### config.mk
export PLATFORM = sky130hd
export DESIGN_NAME = crossbar_axi
export DESIGN_NICKNAME = d
export VERILOG_FILES = /design/src/logic/axi_lite_pkg.sv /design/src/logic/soc_map_pkg.sv /design/src/logic/crossbar_axi.sv
export SDC_FILE = /design/constraint.sdc
export NUM_CORES = 1
export LEC_CHECK = 0
export BUFFER_PORTS_ARGS = -buffer_cell sky130_fd_sc_hd__buf_4
export CORE_AREA = 2 2 171 173
export DETAILED_ROUTE_END_ITERATION = 16
export DIE_AREA = 0 0 173 175
export PLACE_DENSITY_LB_ADDON = 0.15
export SLEW_MARGIN = 10
export SYNTH_ARGS = -nofsm -noshare
export SYNTH_HDL_FRONTEND = slang
export SYNTH_SLANG_ARGS = --single-unit
### constraint.sdc
create_clock -name clk_i -period 2.46 [get_ports clk_i]
set_input_delay 0.492 -clock clk_i [delete_from_list [all_inputs] [get_ports clk_i]]
set_output_delay 0.492 -clock clk_i [all_outputs]
set_load 0.01 [all_outputs]
### src/logic/axi_lite_pkg.sv
`default_nettype none

package axi_lite_pkg;

	localparam int ADDR_WIDTH = 32;
	localparam int DATA_WIDTH = 32;
	localparam int STRB_WIDTH = DATA_WIDTH / 8;

	typedef logic [ADDR_WIDTH-1:0] addr_t;
	typedef logic [DATA_WIDTH-1:0] data_t;
	typedef logic [STRB_WIDTH-1:0] strb_t;

	// BRESP and RRESP encoding
	typedef logic [1:0] resp_t;

	localparam resp_t RESP_OKAY = 2'b00;
	localparam resp_t RESP_DECERR = 2'b11;  // No slave at this address

endpackage

`default_nettype wire

### src/logic/soc_map_pkg.sv
`default_nettype none

package soc_map_pkg;

	// Block RAM window, 1 KiB
	localparam axi_lite_pkg::addr_t MEM_START_ADDRESS = 32'h0000_0000;
	localparam axi_lite_pkg::addr_t MEM_END_ADDRESS = 32'h0000_03FF;
	localparam int MEM_WORDS = 256;
	localparam int MEM_INDEX_WIDTH = $clog2(MEM_WORDS);

	// GPIO window, four word registers
	localparam axi_lite_pkg::addr_t GPIO_START_ADDRESS = 32'h1000_0000;
	localparam axi_lite_pkg::addr_t GPIO_END_ADDRESS = 32'h1000_000F;
	localparam logic [3:0] GPIO_SW_OFFSET = 4'h0;   // Read only
	localparam logic [3:0] GPIO_LED_OFFSET = 4'h4;

	localparam int SW_WIDTH = 4;
	localparam int LED_WIDTH = 8;  // Green LEDs low nibble, red LEDs high nibble

	typedef enum logic [1:0] {
		EP_MEM,
		EP_GPIO,
		EP_NONE
	} endpoint_t;

endpackage

`default_nettype wire

### src/logic/crossbar_axi.sv
`default_nettype none

module crossbar_axi (
	input  logic                clk_i,
	input  logic                rst_i,
	input  axi_lite_pkg::addr_t s_awaddr_i,
	input  logic                s_awvalid_i,
	output logic                s_awready_o,
	input  axi_lite_pkg::data_t s_wdata_i,
	input  axi_lite_pkg::strb_t s_wstrb_i,
	input  logic                s_wvalid_i,
	output logic                s_wready_o,
	output axi_lite_pkg::resp_t s_bresp_o,
	output logic                s_bvalid_o,
	input  logic                s_bready_i,
	input  axi_lite_pkg::addr_t s_araddr_i,
	input  logic                s_arvalid_i,
	output logic                s_arready_o,
	output axi_lite_pkg::data_t s_rdata_o,
	output axi_lite_pkg::resp_t s_rresp_o,
	output logic                s_rvalid_o,
	input  logic                s_rready_i,
	output axi_lite_pkg::addr_t mem_awaddr_o,
	output logic                mem_awvalid_o,
	input  logic                mem_awready_i,
	output axi_lite_pkg::data_t mem_wdata_o,
	output axi_lite_pkg::strb_t mem_wstrb_o,
	output logic                mem_wvalid_o,
	input  logic                mem_wready_i,
	input  axi_lite_pkg::resp_t mem_bresp_i,
	input  logic                mem_bvalid_i,
	output logic                mem_bready_o,
	output axi_lite_pkg::addr_t mem_araddr_o,
	output logic                mem_arvalid_o,
	input  logic                mem_arready_i,
	input  axi_lite_pkg::data_t mem_rdata_i,
	input  axi_lite_pkg::resp_t mem_rresp_i,
	input  logic                mem_rvalid_i,
	output logic                mem_rready_o,
	output axi_lite_pkg::addr_t gpio_awaddr_o,
	output logic                gpio_awvalid_o,
	input  logic                gpio_awready_i,
	output axi_lite_pkg::data_t gpio_wdata_o,
	output axi_lite_pkg::strb_t gpio_wstrb_o,
	output logic                gpio_wvalid_o,
	input  logic                gpio_wready_i,
	input  axi_lite_pkg::resp_t gpio_bresp_i,
	input  logic                gpio_bvalid_i,
	output logic                gpio_bready_o,
	output axi_lite_pkg::addr_t gpio_araddr_o,
	output logic                gpio_arvalid_o,
	input  logic                gpio_arready_i,
	input  axi_lite_pkg::data_t gpio_rdata_i,
	input  axi_lite_pkg::resp_t gpio_rresp_i,
	input  logic                gpio_rvalid_i,
	output logic                gpio_rready_o
);
	import axi_lite_pkg::*;
	import soc_map_pkg::*;

	endpoint_t aw_sel;
	endpoint_t ar_sel;
	endpoint_t wr_owner;
	endpoint_t rd_owner;
	logic wr_pending;
	logic rd_pending;
	logic wr_fire;
	logic rd_fire;

	function automatic endpoint_t decode(input addr_t addr);
		if (addr >= MEM_START_ADDRESS && addr <= MEM_END_ADDRESS)
			return EP_MEM;
		if (addr >= GPIO_START_ADDRESS && addr <= GPIO_END_ADDRESS)
			return EP_GPIO;
		return EP_NONE;
	endfunction

	assign aw_sel = decode(s_awaddr_i);
	assign ar_sel = decode(s_araddr_i);

	// Request steering, held off while that direction owes a response
	assign mem_awvalid_o = s_awvalid_i && !wr_pending && aw_sel == EP_MEM;
	assign mem_wvalid_o = s_wvalid_i && !wr_pending && aw_sel == EP_MEM;
	assign gpio_awvalid_o = s_awvalid_i && !wr_pending && aw_sel == EP_GPIO;
	assign gpio_wvalid_o = s_wvalid_i && !wr_pending && aw_sel == EP_GPIO;
	assign mem_arvalid_o = s_arvalid_i && !rd_pending && ar_sel == EP_MEM;
	assign gpio_arvalid_o = s_arvalid_i && !rd_pending && ar_sel == EP_GPIO;

	assign mem_awaddr_o = (aw_sel == EP_MEM) ? s_awaddr_i : '0;
	assign mem_wdata_o = (aw_sel == EP_MEM) ? s_wdata_i : '0;
	assign mem_wstrb_o = (aw_sel == EP_MEM) ? s_wstrb_i : '0;
	assign mem_araddr_o = (ar_sel == EP_MEM) ? s_araddr_i : '0;
	assign gpio_awaddr_o = (aw_sel == EP_GPIO) ? s_awaddr_i : '0;
	assign gpio_wdata_o = (aw_sel == EP_GPIO) ? s_wdata_i : '0;
	assign gpio_wstrb_o = (aw_sel == EP_GPIO) ? s_wstrb_i : '0;
	assign gpio_araddr_o = (ar_sel == EP_GPIO) ? s_araddr_i : '0;

	// Unmapped requests are accepted here
	assign s_awready_o = !wr_pending && ((aw_sel == EP_MEM) ? mem_awready_i :
		(aw_sel == EP_GPIO) ? gpio_awready_i : s_awvalid_i && s_wvalid_i);
	assign s_wready_o = !wr_pending && ((aw_sel == EP_MEM) ? mem_wready_i :
		(aw_sel == EP_GPIO) ? gpio_wready_i : s_awvalid_i && s_wvalid_i);
	assign s_arready_o = !rd_pending && ((ar_sel == EP_MEM) ? mem_arready_i :
		(ar_sel == EP_GPIO) ? gpio_arready_i : 1'b1);

	assign wr_fire = s_awvalid_i && s_awready_o && s_wvalid_i && s_wready_o;
	assign rd_fire = s_arvalid_i && s_arready_o;

	// Response merge from the owner, decode error answered from the pending flag
	assign s_bvalid_o = (wr_owner == EP_MEM) ? mem_bvalid_i :
		(wr_owner == EP_GPIO) ? gpio_bvalid_i : wr_pending;
	assign s_bresp_o = (wr_owner == EP_MEM) ? mem_bresp_i :
		(wr_owner == EP_GPIO) ? gpio_bresp_i : RESP_DECERR;
	assign mem_bready_o = s_bready_i && wr_pending && wr_owner == EP_MEM;
	assign gpio_bready_o = s_bready_i && wr_pending && wr_owner == EP_GPIO;

	assign s_rvalid_o = (rd_owner == EP_MEM) ? mem_rvalid_i :
		(rd_owner == EP_GPIO) ? gpio_rvalid_i : rd_pending;
	assign s_rdata_o = (rd_owner == EP_MEM) ? mem_rdata_i :
		(rd_owner == EP_GPIO) ? gpio_rdata_i : '0;
	assign s_rresp_o = (rd_owner == EP_MEM) ? mem_rresp_i :
		(rd_owner == EP_GPIO) ? gpio_rresp_i : RESP_DECERR;
	assign mem_rready_o = s_rready_i && rd_pending && rd_owner == EP_MEM;
	assign gpio_rready_o = s_rready_i && rd_pending && rd_owner == EP_GPIO;

	always_ff @(posedge clk_i) begin
		if (rst_i) begin
			wr_pending <= 1'b0;
			wr_owner <= EP_NONE;
		end else if (wr_fire) begin
			wr_pending <= 1'b1;
			wr_owner <= aw_sel;
		end else if (s_bvalid_o && s_bready_i) begin
			wr_pending <= 1'b0;
		end
	end

	always_ff @(posedge clk_i) begin
		if (rst_i) begin
			rd_pending <= 1'b0;
			rd_owner <= EP_NONE;
		end else if (rd_fire) begin
			rd_pending <= 1'b1;
			rd_owner <= ar_sel;
		end else if (s_rvalid_o && s_rready_i) begin
			rd_pending <= 1'b0;
		end
	end

	one_wr_target_a: assert property (@(posedge clk_i) disable iff (rst_i)
		!((mem_awvalid_o || mem_wvalid_o) && (gpio_awvalid_o || gpio_wvalid_o)));
	one_rd_target_a: assert property (@(posedge clk_i) disable iff (rst_i)
		!(mem_arvalid_o && gpio_arvalid_o));

	// Owner must survive until its response is taken
	wr_owner_stable_a: assert property (@(posedge clk_i) disable iff (rst_i)
		wr_pending && !(s_bvalid_o && s_bready_i) |=> wr_pending && $stable(wr_owner));
	rd_owner_stable_a: assert property (@(posedge clk_i) disable iff (rst_i)
		rd_pending && !(s_rvalid_o && s_rready_i) |=> rd_pending && $stable(rd_owner));

endmodule

`default_nettype wire

==> impl_metrics.csv <==
group,metric,value,unit
run_status,status,"complete, but fails checks",
run_status,violations,"negative setup slack",
grt,grt_usage,8.37,%
placed_design,dp.final_hpwl,12.3,mm
logic_synthesis,synth_edf_count,0,
timing,finalWorstSetupSlack,-0.0100,ns
logic_synthesis,synth_top_area_share,27.9,%
logic_synthesis,netlist_area,2630,um2
logic_synthesis,postSynthAreaPerCell,6.82,um2
layout,fin_util,20.0,%
placed_design,gp_congestion,0.713,
grt,grt_max_degree,49,
timing,rsz0062_at_grt,"yes",
run,drv_cap,0,
timing,slew_headroom,45.9,%
timing,min_period,2.47,ns
timing,finalSetupViolations,9,
logic_synthesis,synthCells,386,
timing,hold_ws,0.488,ns
worst_setup_path,crit_chain,"buf_4 -> nor4_4 -> nand2_1 -> or2_4 -> nor3_4 -> buf_6 -> clkbuf_16 -> and2_1 -> buf_4",
detailed_routing,antenna_left,0,
cts,cts_max_path_buffers,2,
layout,postLayoutCellArea,5680,um2
logic_synthesis,ys_seq_elements,6,
floorplanning,die_x,173,um
grt,grt_overflow,0,
cts,cts_buffers,3,
floorplanning,start_util,9.28,%
power,ir_drop,0.205,mV
placed_design,placed_cell_area,5410,um2
layout,antenna_cells,0,
logic_synthesis,yosys_warnings,0,
cts,clkTransAtPathRegs,0.04,ns
logic_synthesis,netlist-cell-type-count,43,
logic_synthesis,synthFlopType,"dfxtp_1",
detailed_routing,routed_wl,14.2,mm
worst_setup_path,start_kind,"input pin",
cts,root_buffer,"clkbuf_16",
layout,fill_cells,3281,
detailed_routing,dr.pass1.iters,4,
logic_synthesis,synth_largest_area_cell,"buf_4",
cts,clk_latency,0.23,ns
timing,worstMarginPinSlew,0.810,ns
detailed_routing,routedWlPerCell,12.8,um
floorplanning,rows,62,
floorplanning,ios,440,
timing,clock_skew,0.0000989,ns
grt,grt_pass1_vias,3562,
grt,grt_first_pass_wirelength,19.9,mm
worst_setup_path,cp_slowest_cell,"or2_4",
logic_synthesis,synth_area_leaders,"buf_4 (28%), mux2i_1 (14%), and2_1 (13%), and3_1 (11%), nor2_1 (6.3%)",
cts,cts_sinks,6,
detailed_routing,via_per_inst,3.28,
detailed_routing,drc,0,
placed_design,io_buffers,341,
detailed_routing,dr.first_iter.drc_count,67,
logic_synthesis,async_flop_share,0,%
worst_setup_path,critPathKind,"in -> out",
timing,post-route-period-util,100,%
timing,max_freq,0.405,GHz
detailed_routing,vias,3647,
layout,drive_gt1_share,53.6,%
logic_synthesis,seq_area_frac_synth,4.56,%
worst_setup_path,worstPathArrival,1.98,ns
floorplanning,die-area,30300,um2
layout,fin_cells,1112,
power,p_leak,3.03,nW
power,p_per_area,156,nW/um2
cts,htreeDepth,1,
worst_setup_path,cp-end-kind,"output pin",
power,design_power_total,886,uW
worst_setup_path,critPathMaxStageDelay,0.28,ns
layout,final_nets,919,
layout,area_growth,115,%
grt,grt_antenna_before_repair,0,
cts,cts_tree,"yes",
placed_design,place_inst,1107,
worst_setup_path,cp_common_cell,"buf_4",
worst_setup_path,cp_max_fo,21,
floorplanning,fp.dieH,175,um
worst_hold_path,min_path_type,"in -> reg",
worst_setup_path,critPathRequiredTime,1.97,ns
timing,slew_viol_final,0,
timing,hold_violations,0,
floorplanning,coreArea,28400,um2
[timing repair]
item,4_1_cts,5_1_grt
gates cloned,0,1
endpoints found under the setup margin,52,77
pin swaps,0,6
setup buffers,0,1
resized for setup,8,22
hold buffers,0,0
hold endpoints to repair,0,0
[where the power goes]
group	internal (mW)	switching, mW	leakage [nW]	total, mW
Combinational	0.280	0.225	2.94	0.505
Sequential	0.102	0.0143	0.0496	0.116
Clock	0.209	0.0557	0.0370	0.265
Total	0.590	0.295	3.03	0.886
[worst max-delay path, delay by kind of cell]
family	cells	cell delay (ns)
buffers and inverters	4	0.55
AND/OR/NAND/NOR	5	0.92
[Yosys cell counts (all sizes together) (2+ instances only)]
cell / n
nor4: 10
buf: 107
inv: 3
nor4bb: 2
o21ai: 3
nor4b: 2
nor3: 6
clkbuf: 17
mux2i: 37
a211o: 4
and3: 46
and2: 56
nand4: 2
nand2: 11
dfxtp: 6
and4b: 2
nor2: 44
and3b: 2
nand2b: 2
a41oi: 2
nor2b: 5
a21oi: 3
[final timing paths]
check | from | end | slack, ns | cells past startpoint
worst max-delay path | s_awaddr_i[14] | gpio_awaddr_o[0] | -0.01 | 9
worst min register to register | rd_pending$_SDFFE_PP0P_ | rd_pending$_SDFFE_PP0P_ | 0.54 | 2
worst max register to register | rd_owner[1]$_SDFFE_PP1P_ | rd_pending$_SDFFE_PP0P_ | 0.98 | 4
worst min-delay path | rst_i | rd_owner[0]$_SDFFE_PP0P_ | 0.49 | 2
[cells in the final DEF, fill, tap and decap left out, types with 3 or more instances in the layout]
cell type	count
a211o_1	4
and2_1	54
and3_1	46
buf_12	4
buf_4	354
buf_6	7
clkbuf_16	4
conb_1	98
dfxtp_1	5
inv_1	3
mux2i_1	37
nand2_1	11
nor2_1	42
nor2b_1	5
nor3_1	3
nor4_2	3
nor4_4	5
[through the flow]
| stage | setup TNS [ns] | setup slack [ns] |
|---|---|---|
| 3_3_place_gp | -4.61 | -0.143 |
| 4_1_cts | -0.879 | -0.0520 |
| 2_1_floorplan | 0 | 0.135 |
| 3_5_place_dp | -4.44 | -0.151 |
| 5_1_grt | -2.86 | -0.0945 |
| 6_report | -0.0413 | -0.0100 |
[layer usage]
metal  global-route usage (%)  up-vias  share of wire (%)
li1                         -     1789                  -
met4                     1.13        0               0.67
met1                     8.32     1598                 34
met5                        0        -                  0
met2                     17.4      256                 55
met3                     2.33        4                9.5
[sequential cells by signal (all words and copies together) (netlist names)]
name,flops
rd_owner,2
rd_pending,1
wr_owner,2
wr_pending,1
[area by class of cell]
type | count | area, um2 | area share [%]
Sequential cell | 6 | 121 | 2.14
Tap cell | 384 | 480 | 8.47
Multi-Input combinational cell | 350 | 2150 | 37.8
Timing Repair Buffer | 366 | 2840 | 50.1
Inverter | 3 | 11.3 | 0.198
Clock buffer | 3 | 75.1 | 1.32
[cell families (layout without fill, tap and decap cells)]
logic type | Yosys count | in the layout | synth area share [%]
flip-flops | 6 | 6 | 4.56
buffers and inverters | 127 | 372 | 32.8
AND/OR/NAND/NOR | 195 | 195 | 42.7
AO/OA/AOI/OAI | 20 | 20 | 5.75
multiplexers | 37 | 37 | 14.1
other | 1 | 98 | 0.142
(Power assumes the default switching activity.)
