===== src/logic/axi_lite_pkg.sv =====
`default_nettype none

package axi_lite_pkg;

	localparam int ADDR_WIDTH = 32;
	localparam int DATA_WIDTH = 32;
	localparam int STRB_WIDTH = DATA_WIDTH / 8;

	typedef logic [ADDR_WIDTH-1:0] addr_t;
	typedef logic [DATA_WIDTH-1:0] data_t;
	typedef logic [STRB_WIDTH-1:0] strb_t;

	// BRESP and RRESP encoding
	typedef logic [1:0] resp_t;

	localparam resp_t RESP_OKAY = 2'b00;
	localparam resp_t RESP_DECERR = 2'b11;  // No slave at this address

endpackage

`default_nettype wire


===== src/logic/soc_map_pkg.sv =====
`default_nettype none

package soc_map_pkg;

	// Block RAM window, 1 KiB
	localparam axi_lite_pkg::addr_t MEM_START_ADDRESS = 32'h0000_0000;
	localparam axi_lite_pkg::addr_t MEM_END_ADDRESS = 32'h0000_03FF;
	localparam int MEM_WORDS = 256;
	localparam int MEM_INDEX_WIDTH = $clog2(MEM_WORDS);

	// GPIO window, four word registers
	localparam axi_lite_pkg::addr_t GPIO_START_ADDRESS = 32'h1000_0000;
	localparam axi_lite_pkg::addr_t GPIO_END_ADDRESS = 32'h1000_000F;
	localparam logic [3:0] GPIO_SW_OFFSET = 4'h0;   // Read only
	localparam logic [3:0] GPIO_LED_OFFSET = 4'h4;

	localparam int SW_WIDTH = 4;
	localparam int LED_WIDTH = 8;  // Green LEDs low nibble, red LEDs high nibble

	typedef enum logic [1:0] {
		EP_MEM,
		EP_GPIO,
		EP_NONE
	} endpoint_t;

endpackage

`default_nettype wire


===== src/logic/gpio_axi.sv =====
`default_nettype none

module gpio_axi (
	input  logic                                clk_i,
	input  logic                                rst_i,
	input  axi_lite_pkg::addr_t                 awaddr_i,
	input  logic                                awvalid_i,
	output logic                                awready_o,
	input  axi_lite_pkg::data_t                 wdata_i,
	input  axi_lite_pkg::strb_t                 wstrb_i,
	input  logic                                wvalid_i,
	output logic                                wready_o,
	output axi_lite_pkg::resp_t                 bresp_o,
	output logic                                bvalid_o,
	input  logic                                bready_i,
	input  axi_lite_pkg::addr_t                 araddr_i,
	input  logic                                arvalid_i,
	output logic                                arready_o,
	output axi_lite_pkg::data_t                 rdata_o,
	output axi_lite_pkg::resp_t                 rresp_o,
	output logic                                rvalid_o,
	input  logic                                rready_i,
	input  logic [soc_map_pkg::SW_WIDTH-1:0]    sw_i,
	output logic [soc_map_pkg::LED_WIDTH-1:0]   led_o
);
	import axi_lite_pkg::*;
	import soc_map_pkg::*;

	logic [SW_WIDTH-1:0] sw_meta;
	logic [SW_WIDTH-1:0] sw_sync;
	data_t rd_word;
	logic wr_fire;
	logic rd_fire;

	assign awready_o = awvalid_i && wvalid_i && !bvalid_o;
	assign wready_o = awready_o;
	assign wr_fire = awready_o;

	assign arready_o = !rvalid_o;
	assign rd_fire = arvalid_i && arready_o;

	assign bresp_o = RESP_OKAY;
	assign rresp_o = RESP_OKAY;

	// Two-flop synchronizer for the switch pins
	always_ff @(posedge clk_i) begin
		sw_meta <= sw_i;
		sw_sync <= sw_meta;
	end

	always_comb begin
		case (araddr_i[3:0])
			GPIO_SW_OFFSET: rd_word = data_t'(sw_sync);
			GPIO_LED_OFFSET: rd_word = data_t'(led_o);
			default: rd_word = '0;
		endcase
	end

	always_ff @(posedge clk_i) begin
		if (rd_fire)
			rdata_o <= rd_word;
	end

	always_ff @(posedge clk_i) begin
		if (rst_i) begin
			led_o <= '0;
			bvalid_o <= 1'b0;
			rvalid_o <= 1'b0;
		end else begin
			// Switch register ignores writes
			if (wr_fire && awaddr_i[3:0] == GPIO_LED_OFFSET && wstrb_i[0])
				led_o <= wdata_i[LED_WIDTH-1:0];

			if (wr_fire)
				bvalid_o <= 1'b1;
			else if (bready_i)
				bvalid_o <= 1'b0;

			if (rd_fire)
				rvalid_o <= 1'b1;
			else if (rready_i)
				rvalid_o <= 1'b0;
		end
	end

	rvalid_hold_a: assert property (@(posedge clk_i) disable iff (rst_i)
		rvalid_o && !rready_i |=> rvalid_o && $stable(rdata_o));

endmodule

`default_nettype wire


===== config.mk =====
export PLATFORM = sky130hd
export DESIGN_NAME = gpio_axi
export DESIGN_NICKNAME = d
export VERILOG_FILES = /design/src/logic/axi_lite_pkg.sv /design/src/logic/soc_map_pkg.sv /design/src/logic/gpio_axi.sv
export SDC_FILE = /design/constraint.sdc
export NUM_CORES = 1
export LEC_CHECK = 0
export BUFFER_PORTS_ARGS = -buffer_cell sky130_fd_sc_hd__buf_2
export CAP_MARGIN = 25
export CORE_MARGIN = 1.5
export CORE_UTILIZATION = 34
export CTS_BUF_LIST = sky130_fd_sc_hd__clkbuf_8
export DETAILED_ROUTE_END_ITERATION = 16
export MAX_ROUTING_LAYER = met4
export PLACE_DENSITY_LB_ADDON = 0.2
export SYNTH_ARGS = -nofsm -noshare
export SYNTH_HDL_FRONTEND = slang
export SYNTH_SLANG_ARGS = --single-unit

===== constraint.sdc =====
create_clock -name clk_i -period 2.85 [get_ports clk_i]
set_input_delay 0.57 -clock clk_i [delete_from_list [all_inputs] [get_ports clk_i]]
set_output_delay 0.57 -clock clk_i [all_outputs]
set_load 0.03 [all_outputs]

==> metrics.cfg, run 1 <==
[detailed_routing]
num_vias=754
final_antenna_net_count=0
finalWirelength_um=1860
dr.pass1.iters=4
viasPerCell=3.77
drt_iter0_drc=10
drc=0
wl_per_cell_um=9.30

[clocking]
cts_hold_buf=0
cts_setup_buffers=0
tritoncts=done
cts_buffers=3
cts.sinks=26
clkTransAtPathRegs_ps=90
clock_latency_ps=260
htreeDepth=1
cts_root_buf=clkbuf_8
post_cts_resize_count=0
clk_path_buf_depth=2

[final_layout]
finish.utilization_pct=42.7
fillers=341
drive_above_1_share_pct=34.4
insertedDiodeCount=0
final_area_mm2=0.00142
syn_to_final_growth_pct=19.7
final_net_count=266
stdcell_count=200

[synth]
synth.most_common_cell=buf_4
synth_compound_area_share_pct=1.05
yosysWarnings=0
synth_top_family_by_area=buffers and inverters
synthFlopType=dfxtp_1
synth_area_mm2=0.00119
synthTopCellsByArea=dfxtp_1 30%, edfxtp_1 20%, buf_4 18%
synth_top_area_share_pct=30.3
async_flop_share_pct=0
synth_mux_area_share_pct=10.1
synth_cells=107
syn_area_per_cell_um2=11.1
ys_seq_area_share_pct=50.5
yosys.area.top_type=dfxtp_1
synth_adder_area_share_pct=0
synth_xor_xnor_area_share_pct=0
ys_ff_latch=26
synth_cell_type_count=20
synthSimpleGateAreaFrac_pct=17.6
synthTopCellsByCount=29 x buf_4, 18 x dfxtp_1, 16 x nand2b_1
synth_edf_count=8

[sta]
worst_pin_slew_ps=625
setup_violations=0
setup_tns_ps=0
finalMaxSlewViolations=0
fin_crit_ps=1570
timing.final.hold_violations=0
rsz0062_at_grt=false
post-route-period-util_pct=55.2
max_clock_freq_ghz=0.636
holdWs_ps=333
relSlewSlack_pct=58.2
finClkSkew_ps=1.34

[setup_path]
path_class=input port to primary output
start_kind=input port
crit_fanout=3
required_ps=2280
arrival_ps=1000
endpoint_kind=primary output

[global_route]
grt_start_max_net_pins=19
grt_pass1_vias=621
antenna_found_initial=0
track_usage_pct=9.54
grt_pass1_wl_um=2900
grt_overflow_total=0

[floorplanning]
fp.dieH_um=62.2
fp.dieW_um=62.2
pin_count=160
rows=21
start_util_pct=35.7
core_mm2=0.00334
fp.dieArea_mm2=0.00386

[power]
vdd.ir_drop.worst_mv=0.203
p_leak_uw=0.000704
power_density_mw_per_mm2=578

[job]
drv_cap=0

[hold_path]
hold_path_class=flop to flop

[placed_design]
port_buffers=48
place_hpwl_um=1440
gp_congestion=0.740
postPlaceCellArea_mm2=0.00135
dp_cells=196

[run_status]
status=finished clean

state kept, by name, summed over array words and instances (netlist names):
name	flops
led_o	8
sw_sync	4
rdata_o	8
rvalid_o	1
sw_meta	4
bvalid_o	1
layout by cell type, fill, tap and decap left out:
| cell | n |
|---|---|
| and3_1 | 4 |
| nor2b_1 | 1 |
| nor3_1 | 1 |
| clkbuf_8 | 3 |
| mux2i_1 | 12 |
| nor2_1 | 5 |
| dfxtp_1 | 18 |
| or2b_1 | 1 |
| a211oi_1 | 1 |
| a21oi_1 | 1 |
| nand3b_4 | 1 |
| conb_1 | 28 |
| nor3b_1 | 1 |
| nand2b_1 | 16 |
| bufinv_16 | 1 |
| inv_1 | 2 |
| edfxtp_1 | 8 |
| buf_2 | 48 |
| and4bb_1 | 1 |
| or3_1 | 1 |
logic make-up (layout without fill, tap and decap cells):
logic type | Yosys count | in the layout
other | 1 | 28
buffers and inverters | 34 | 54
AOI/OAI and AO/OA | 2 | 2
muxes | 12 | 12
DFF | 26 | 26
and+or+nand+nor | 32 | 32
power breakdown:
| group | switching [uW] | internal [uW] |
|---|---|---|
| logic | 93.6 | 32.2 |
| registers | 4.38 | 395 |
| clock network | 110 | 188 |
through the flow:
step	power [uW]	worst slack, ps
after floorplan	532	1210
after global placement	534	1130
after detailed placement	534	1130
after CTS	831	1260
after global routing	850	1220
final	823	1280
worst paths after layout:
| kind | startpoint | endpoint | slack, ps | depth (start not counted) |
|---|---|---|---|---|
| min reg2reg | sw_meta[2] | sw_sync[2] | 330 | 0 |
| max | awvalid_i | awready_o | 1280 | 4 |
| min | sw_meta[2] | sw_sync[2] | 330 | 0 |
| max reg2reg | bvalid_o | led_o[1] | 1460 | 3 |
final cells by class:
class	count	area [um^2]	area share, %
flip-flops and latches	26	601	42.2
clock buffers	3	41.3	2.90
inverters	2	7.51	0.527
repair buffers	48	240	16.9
well taps	46	57.6	4.04
clock inverters	1	30.0	2.11
multi-input cells	74	447	31.4
critical path: stages:
cell	delay, ps
buf_2	100
nand3b_4	80
inv_1	70
buf_2	190
routing by layer:
metal | vias up | share of wire, % | global-route usage [%]
met5 | - | 0 | -
met2 | 54 | 39 | 13.7
met1 | 310 | 48 | 13.5
met4 | 0 | 1.1 | 3.33
li1 | 388 | - | -
met3 | 2 | 11 | 1.81
(Power assumes the default switching activity.)
==> run 2: changes to the inputs <==
--- a/config.mk
+++ b/config.mk
@@ -8,7 +8,7 @@
 export BUFFER_PORTS_ARGS = -buffer_cell sky130_fd_sc_hd__buf_2
 export CAP_MARGIN = 25
 export CORE_MARGIN = 1.5
-export CORE_UTILIZATION = 34
+export CORE_UTILIZATION = 32
 export CTS_BUF_LIST = sky130_fd_sc_hd__clkbuf_8
 export DETAILED_ROUTE_END_ITERATION = 16
 export MAX_ROUTING_LAYER = met4
==> constraint.sdc (replaced) <==
create_clock -name clk_i -period 1.5 [get_ports clk_i]
set_input_delay 0.3 -clock clk_i [delete_from_list [all_inputs] [get_ports clk_i]]
set_output_delay 0.3 -clock clk_i [all_outputs]
set_load 0.03 [all_outputs]
==> run 2 against run 1 <==
Final cell count rose by 1.0%; power grew 91%; critical path type is now flop to primary output; clock skew grew 0.87 ps; final area increased by 1.1%; register-to-register slack worse by 1200 ps; combinational power rose by 94%; clock power is 90% higher; sequential power rose by 90%; clock-buffer cell count unchanged; critical path depth down 1; sequential cell count unchanged; critical endpoint is now wready_o; die area is 5.9% higher.
==> metrics.cfg, run 2 (synthesized netlist as in run 1, its figures left out) <==
[global_route]
track_usage_pct=10.8
grt_start_max_net_pins=19
grt_pass1_wl_um=3220
grt_overflow_total=0
grt_pass1_vias=689
antenna_found_initial=0

[clocking]
cts_buffers=3
post_cts_resize_count=0
cts_root_buf=clkbuf_8
cts_hold_buf=0
clkTransAtPathRegs_ps=90
clock_latency_ps=260
htreeDepth=1
tritoncts=done
cts_setup_buffers=0
clk_path_buf_depth=2
cts.sinks=26

[power]
power_density_mw_per_mm2=1090
vdd.ir_drop.worst_mv=0.407
p_leak_uw=0.000714
power.total_uw=1570

[placed_design]
port_buffers=48
place_hpwl_um=1660
dp_cells=198
gp_congestion=0.738

[final_layout]
layout_commonest_cell=buf_2
stdcell_count=202
reg_top3=led_o (8), rdata_o (8)
final_net_count=268
insertedDiodeCount=0
fillers=344
drive_above_1_share_pct=35.3
mostFrequentLayoutCells=48 x buf_2, 28 x conb_1, 18 x dfxtp_1
syn_to_final_growth_pct=20.9

[detailed_routing]
dr.pass1.iters=4
wl_met2_um=907
finalWirelength_um=2150
final_antenna_net_count=0
dr_wl_met3_um=220
viasPerCell=3.92
wl_per_cell_um=10.6
m1WireLength_um=975
drc=0
drt_iter0_drc=32
num_vias=792
dr.max_layer_used=met4

[sta]
timing.final.hold_violations=0
rsz0062_at_grt=false
setup_violations=0
post-route-period-util_pct=88.0
max_clock_freq_ghz=0.757
finClkSkew_ps=2.20
fin_crit_ps=1320
finalMaxSlewViolations=0
setup_tns_ps=0

[setup_path]
arrival_ps=1020
path_class=flop to primary output
cp_num_buf_inv=2
critPathMaxStageDelay_ps=340
required_ps=1200
path_cells=nand3b_4 -> inv_1 -> buf_2
path_delay_family=flip-flops
endpoint_kind=primary output
crit_fanout=3
start_kind=flop
critPathSlowestCell=dfxtp_1

[run_status]
status=finished clean

[floorplanning]
rows=21
start_util_pct=34.6
fp.dieArea_mm2=0.00409
fp.dieW_um=64.0
pin_count=160
core_mm2=0.00344
fp.dieH_um=64.0

[hold_path]
hold_path_class=input port to flop

[job]
drv_cap=0

==> run 2: cell types whose count changed in the layout (fill, tap and decap cells not counted), sizes merged <==
cell,change
buf,+2
==> run 2: stage by stage <==
step | hold slack (ps) | area, um^2 | util (%) | setup slack, ps
2_1_floorplan | 310 | 1290 | - | 162
3_3_place_gp | 312 | 1370 | 39.7 | 250
3_5_place_dp | 314 | 1370 | 39.7 | 232
4_1_cts | 120 | 1440 | 41.8 | 155
5_1_grt | 111 | 1440 | 41.8 | 109
6_report | 128 | 1440 | 41.8 | 180
==> run 2: worst paths after layout <==
check	startpoint	end	slack, ps	depth (start not counted)
hold / removal	sw_i[2]	sw_meta[2]	130	1
setup reg to reg	bvalid_o	led_o[1]	270	4
setup / recovery	bvalid_o	wready_o	180	3
hold reg to reg	sw_meta[1]	sw_sync[1]	330	0
==> run 2: layer usage <==
layer  vias up  track usage [%]
met2        61             16.7
met1       337             13.2
li1        390                -
met5         -                -
met3         4             1.94
met4         0             6.52
==> run 2: power by group <==
group          switching, uW  internal (uW)  total, uW
Clock                    210            357        567
Sequential              9.10            751        760
Combinational            180           63.8        244
Total                    399           1170       1570
==> run 2: area by class of cell <==
type                    count  area (um^2)  area share, %
multi-input cells          74          447           31.0
well taps                  46         57.6           4.00
clock inverters             1         30.0           2.09
flip-flops and latches     26          601           41.7
repair buffers             50          255           17.7
clock buffers               3         41.3           2.87
inverters                   2         7.51          0.522
==> run 3: changes to the inputs <==
--- a/config.mk
+++ b/config.mk
@@ -7,8 +7,9 @@
 export LEC_CHECK = 0
 export BUFFER_PORTS_ARGS = -buffer_cell sky130_fd_sc_hd__buf_2
 export CAP_MARGIN = 25
+export CORE_ASPECT_RATIO = 1.25
 export CORE_MARGIN = 1.5
-export CORE_UTILIZATION = 32
+export CORE_UTILIZATION = 29
 export CTS_BUF_LIST = sky130_fd_sc_hd__clkbuf_8
 export DETAILED_ROUTE_END_ITERATION = 16
 export MAX_ROUTING_LAYER = met4
==> constraint.sdc (replaced) <==
create_clock -name clk_i -period 1.15 [get_ports clk_i]
set_input_delay 0.115 -clock clk_i [delete_from_list [all_inputs] [get_ports clk_i]]
set_output_delay 0.115 -clock clk_i [all_outputs]
set_load 0.03 [all_outputs]
==> run 3 against run 2 <==
The run now ends with setup timing left; highest routed layer unchanged; wire length decreased by 3.7%; sequential share of layout area decreased by 2.7 points; clock power increased by 30%.
==> metrics.cfg, run 3 (synthesized netlist as in run 1, its figures left out) <==
[run_status]
status=finished with violations
violations=setup timing

[floorplanning]
fp.dieArea_mm2=0.00450
fp.dieH_um=74.6
start_util_pct=30.9
fp.dieW_um=60.3
rows=25
pin_count=160
core_mm2=0.00385

[clocking]
clkTransAtPathRegs_ps=90
cts_buffers=3
cts_setup_buffers=0
tritoncts=done
cts.sinks=26
clk_path_buf_depth=2
clock_latency_ps=260
htreeDepth=1
cts_root_buf=clkbuf_8

[setup_path]
path_delay_family=simple AND/OR/NAND/NOR gates
r2r_setup_slack_ps=-50
critPathSlowestCell=dfxtp_4
arrival_ps=1400
critPathMaxStageDelay_ps=350
required_ps=1340
start_kind=flop
path_class=flop to flop
path_cells=nand3b_4 -> and4bb_1 -> buf_12 -> mux2i_2
crit_fanout=8
endpoint_kind=flop
cp_num_buf_inv=1

[detailed_routing]
num_vias=803
drc=0
viasPerCell=3.73
finalWirelength_um=2070
final_antenna_net_count=0
wl_per_cell_um=9.63
drt_iter0_drc=19
dr.pass1.iters=2

[final_layout]
insertedDiodeCount=0
final_net_count=273
final_area_mm2=0.00155
stdcell_count=215
drive_above_1_share_pct=37.3
layout_commonest_cell=buf_2
syn_to_final_growth_pct=30.0
mostFrequentLayoutCells=46 x buf_2, 28 x conb_1, 17 x dfxtp_1
reg_top3=led_o (8), rdata_o (8)

[power]
vdd.ir_drop.worst_mv=0.409
power_density_mw_per_mm2=1340
power.total_uw=2070
p_leak_uw=0.000747

[sta]
fin_ws_ps=-50.8
post-route-period-util_pct=104
timing.final.hold_violations=0
setup_tns_ps=-301
rsz0062_at_grt=true
fin_crit_ps=1200
finClkSkew_ps=1.98
max_clock_freq_ghz=0.833
finalMaxSlewViolations=0
setup_violations=10

[placed_design]
dp_cells=207
postPlaceCellArea_mm2=0.00142
port_buffers=48
gp_congestion=0.766
place_hpwl_um=1600

[global_route]
grt_overflow_total=0
grt_start_max_net_pins=19
track_usage_pct=9.17
grt_pass1_wl_um=2990
grt_pass1_vias=642
antenna_found_initial=0

[hold_path]
hold_path_class=input port to flop

[job]
drv_cap=0

run 3: routing by layer:
layer / GRT usage, % / vias to the layer above / wire [um]
met4: 4.44 / 0 / 25
met5: - / - / 0
met2: 14.7 / 62 / 858
li1: - / 401 / -
met3: 1.20 / 2 / 244
met1: 11.3 / 338 / 941
run 3: layout make-up:
class                   instances  area, um^2
repair buffers                 55         340
well taps                      54        67.6
flip-flops and latches         26         604
clock buffers                   3        41.3
clock inverters                 1        30.0
multi-input cells              74         453
inverters                       2        10.0
fillers                       408        2300
run 3: per-stage QoR:
step                setup WS (ps)  hold slack (ps)  utilization, %
floorplan                   0.536              143               -
global placement            -12.6              217            36.8
detailed placement          -33.8              219            36.8
CTS                         -57.0             22.4            40.0
global route                 -112             33.9            40.2
finish                      -50.8             29.3            40.2
run 3: path summary, 6_finish.rpt:
kind | end | cells after the start | from
max | led_o[1] | 4 | bvalid_o
min | rvalid_o | 2 | rready_i
max reg2reg | led_o[1] | 4 | bvalid_o
min reg2reg | sw_sync[2] | 0 | sw_meta[2]
run 3: power by group:
part | leakage (uW) | switching (uW) | internal (uW) | total (uW)
logic | 0.000483 | 241 | 108 | 349
registers | 0.000228 | 11.2 | 978 | 990
clock network | 0.0000357 | 271 | 465 | 736
run 3: repair_timing:
item / 4_1_cts / 5_1_grt
resized for setup: 5 / 2
hold buffers: 4 / 0
endpoints found under the hold margin: 4 / 0
setup endpoints to repair: 10 / 10
pin swaps: 0 / 0
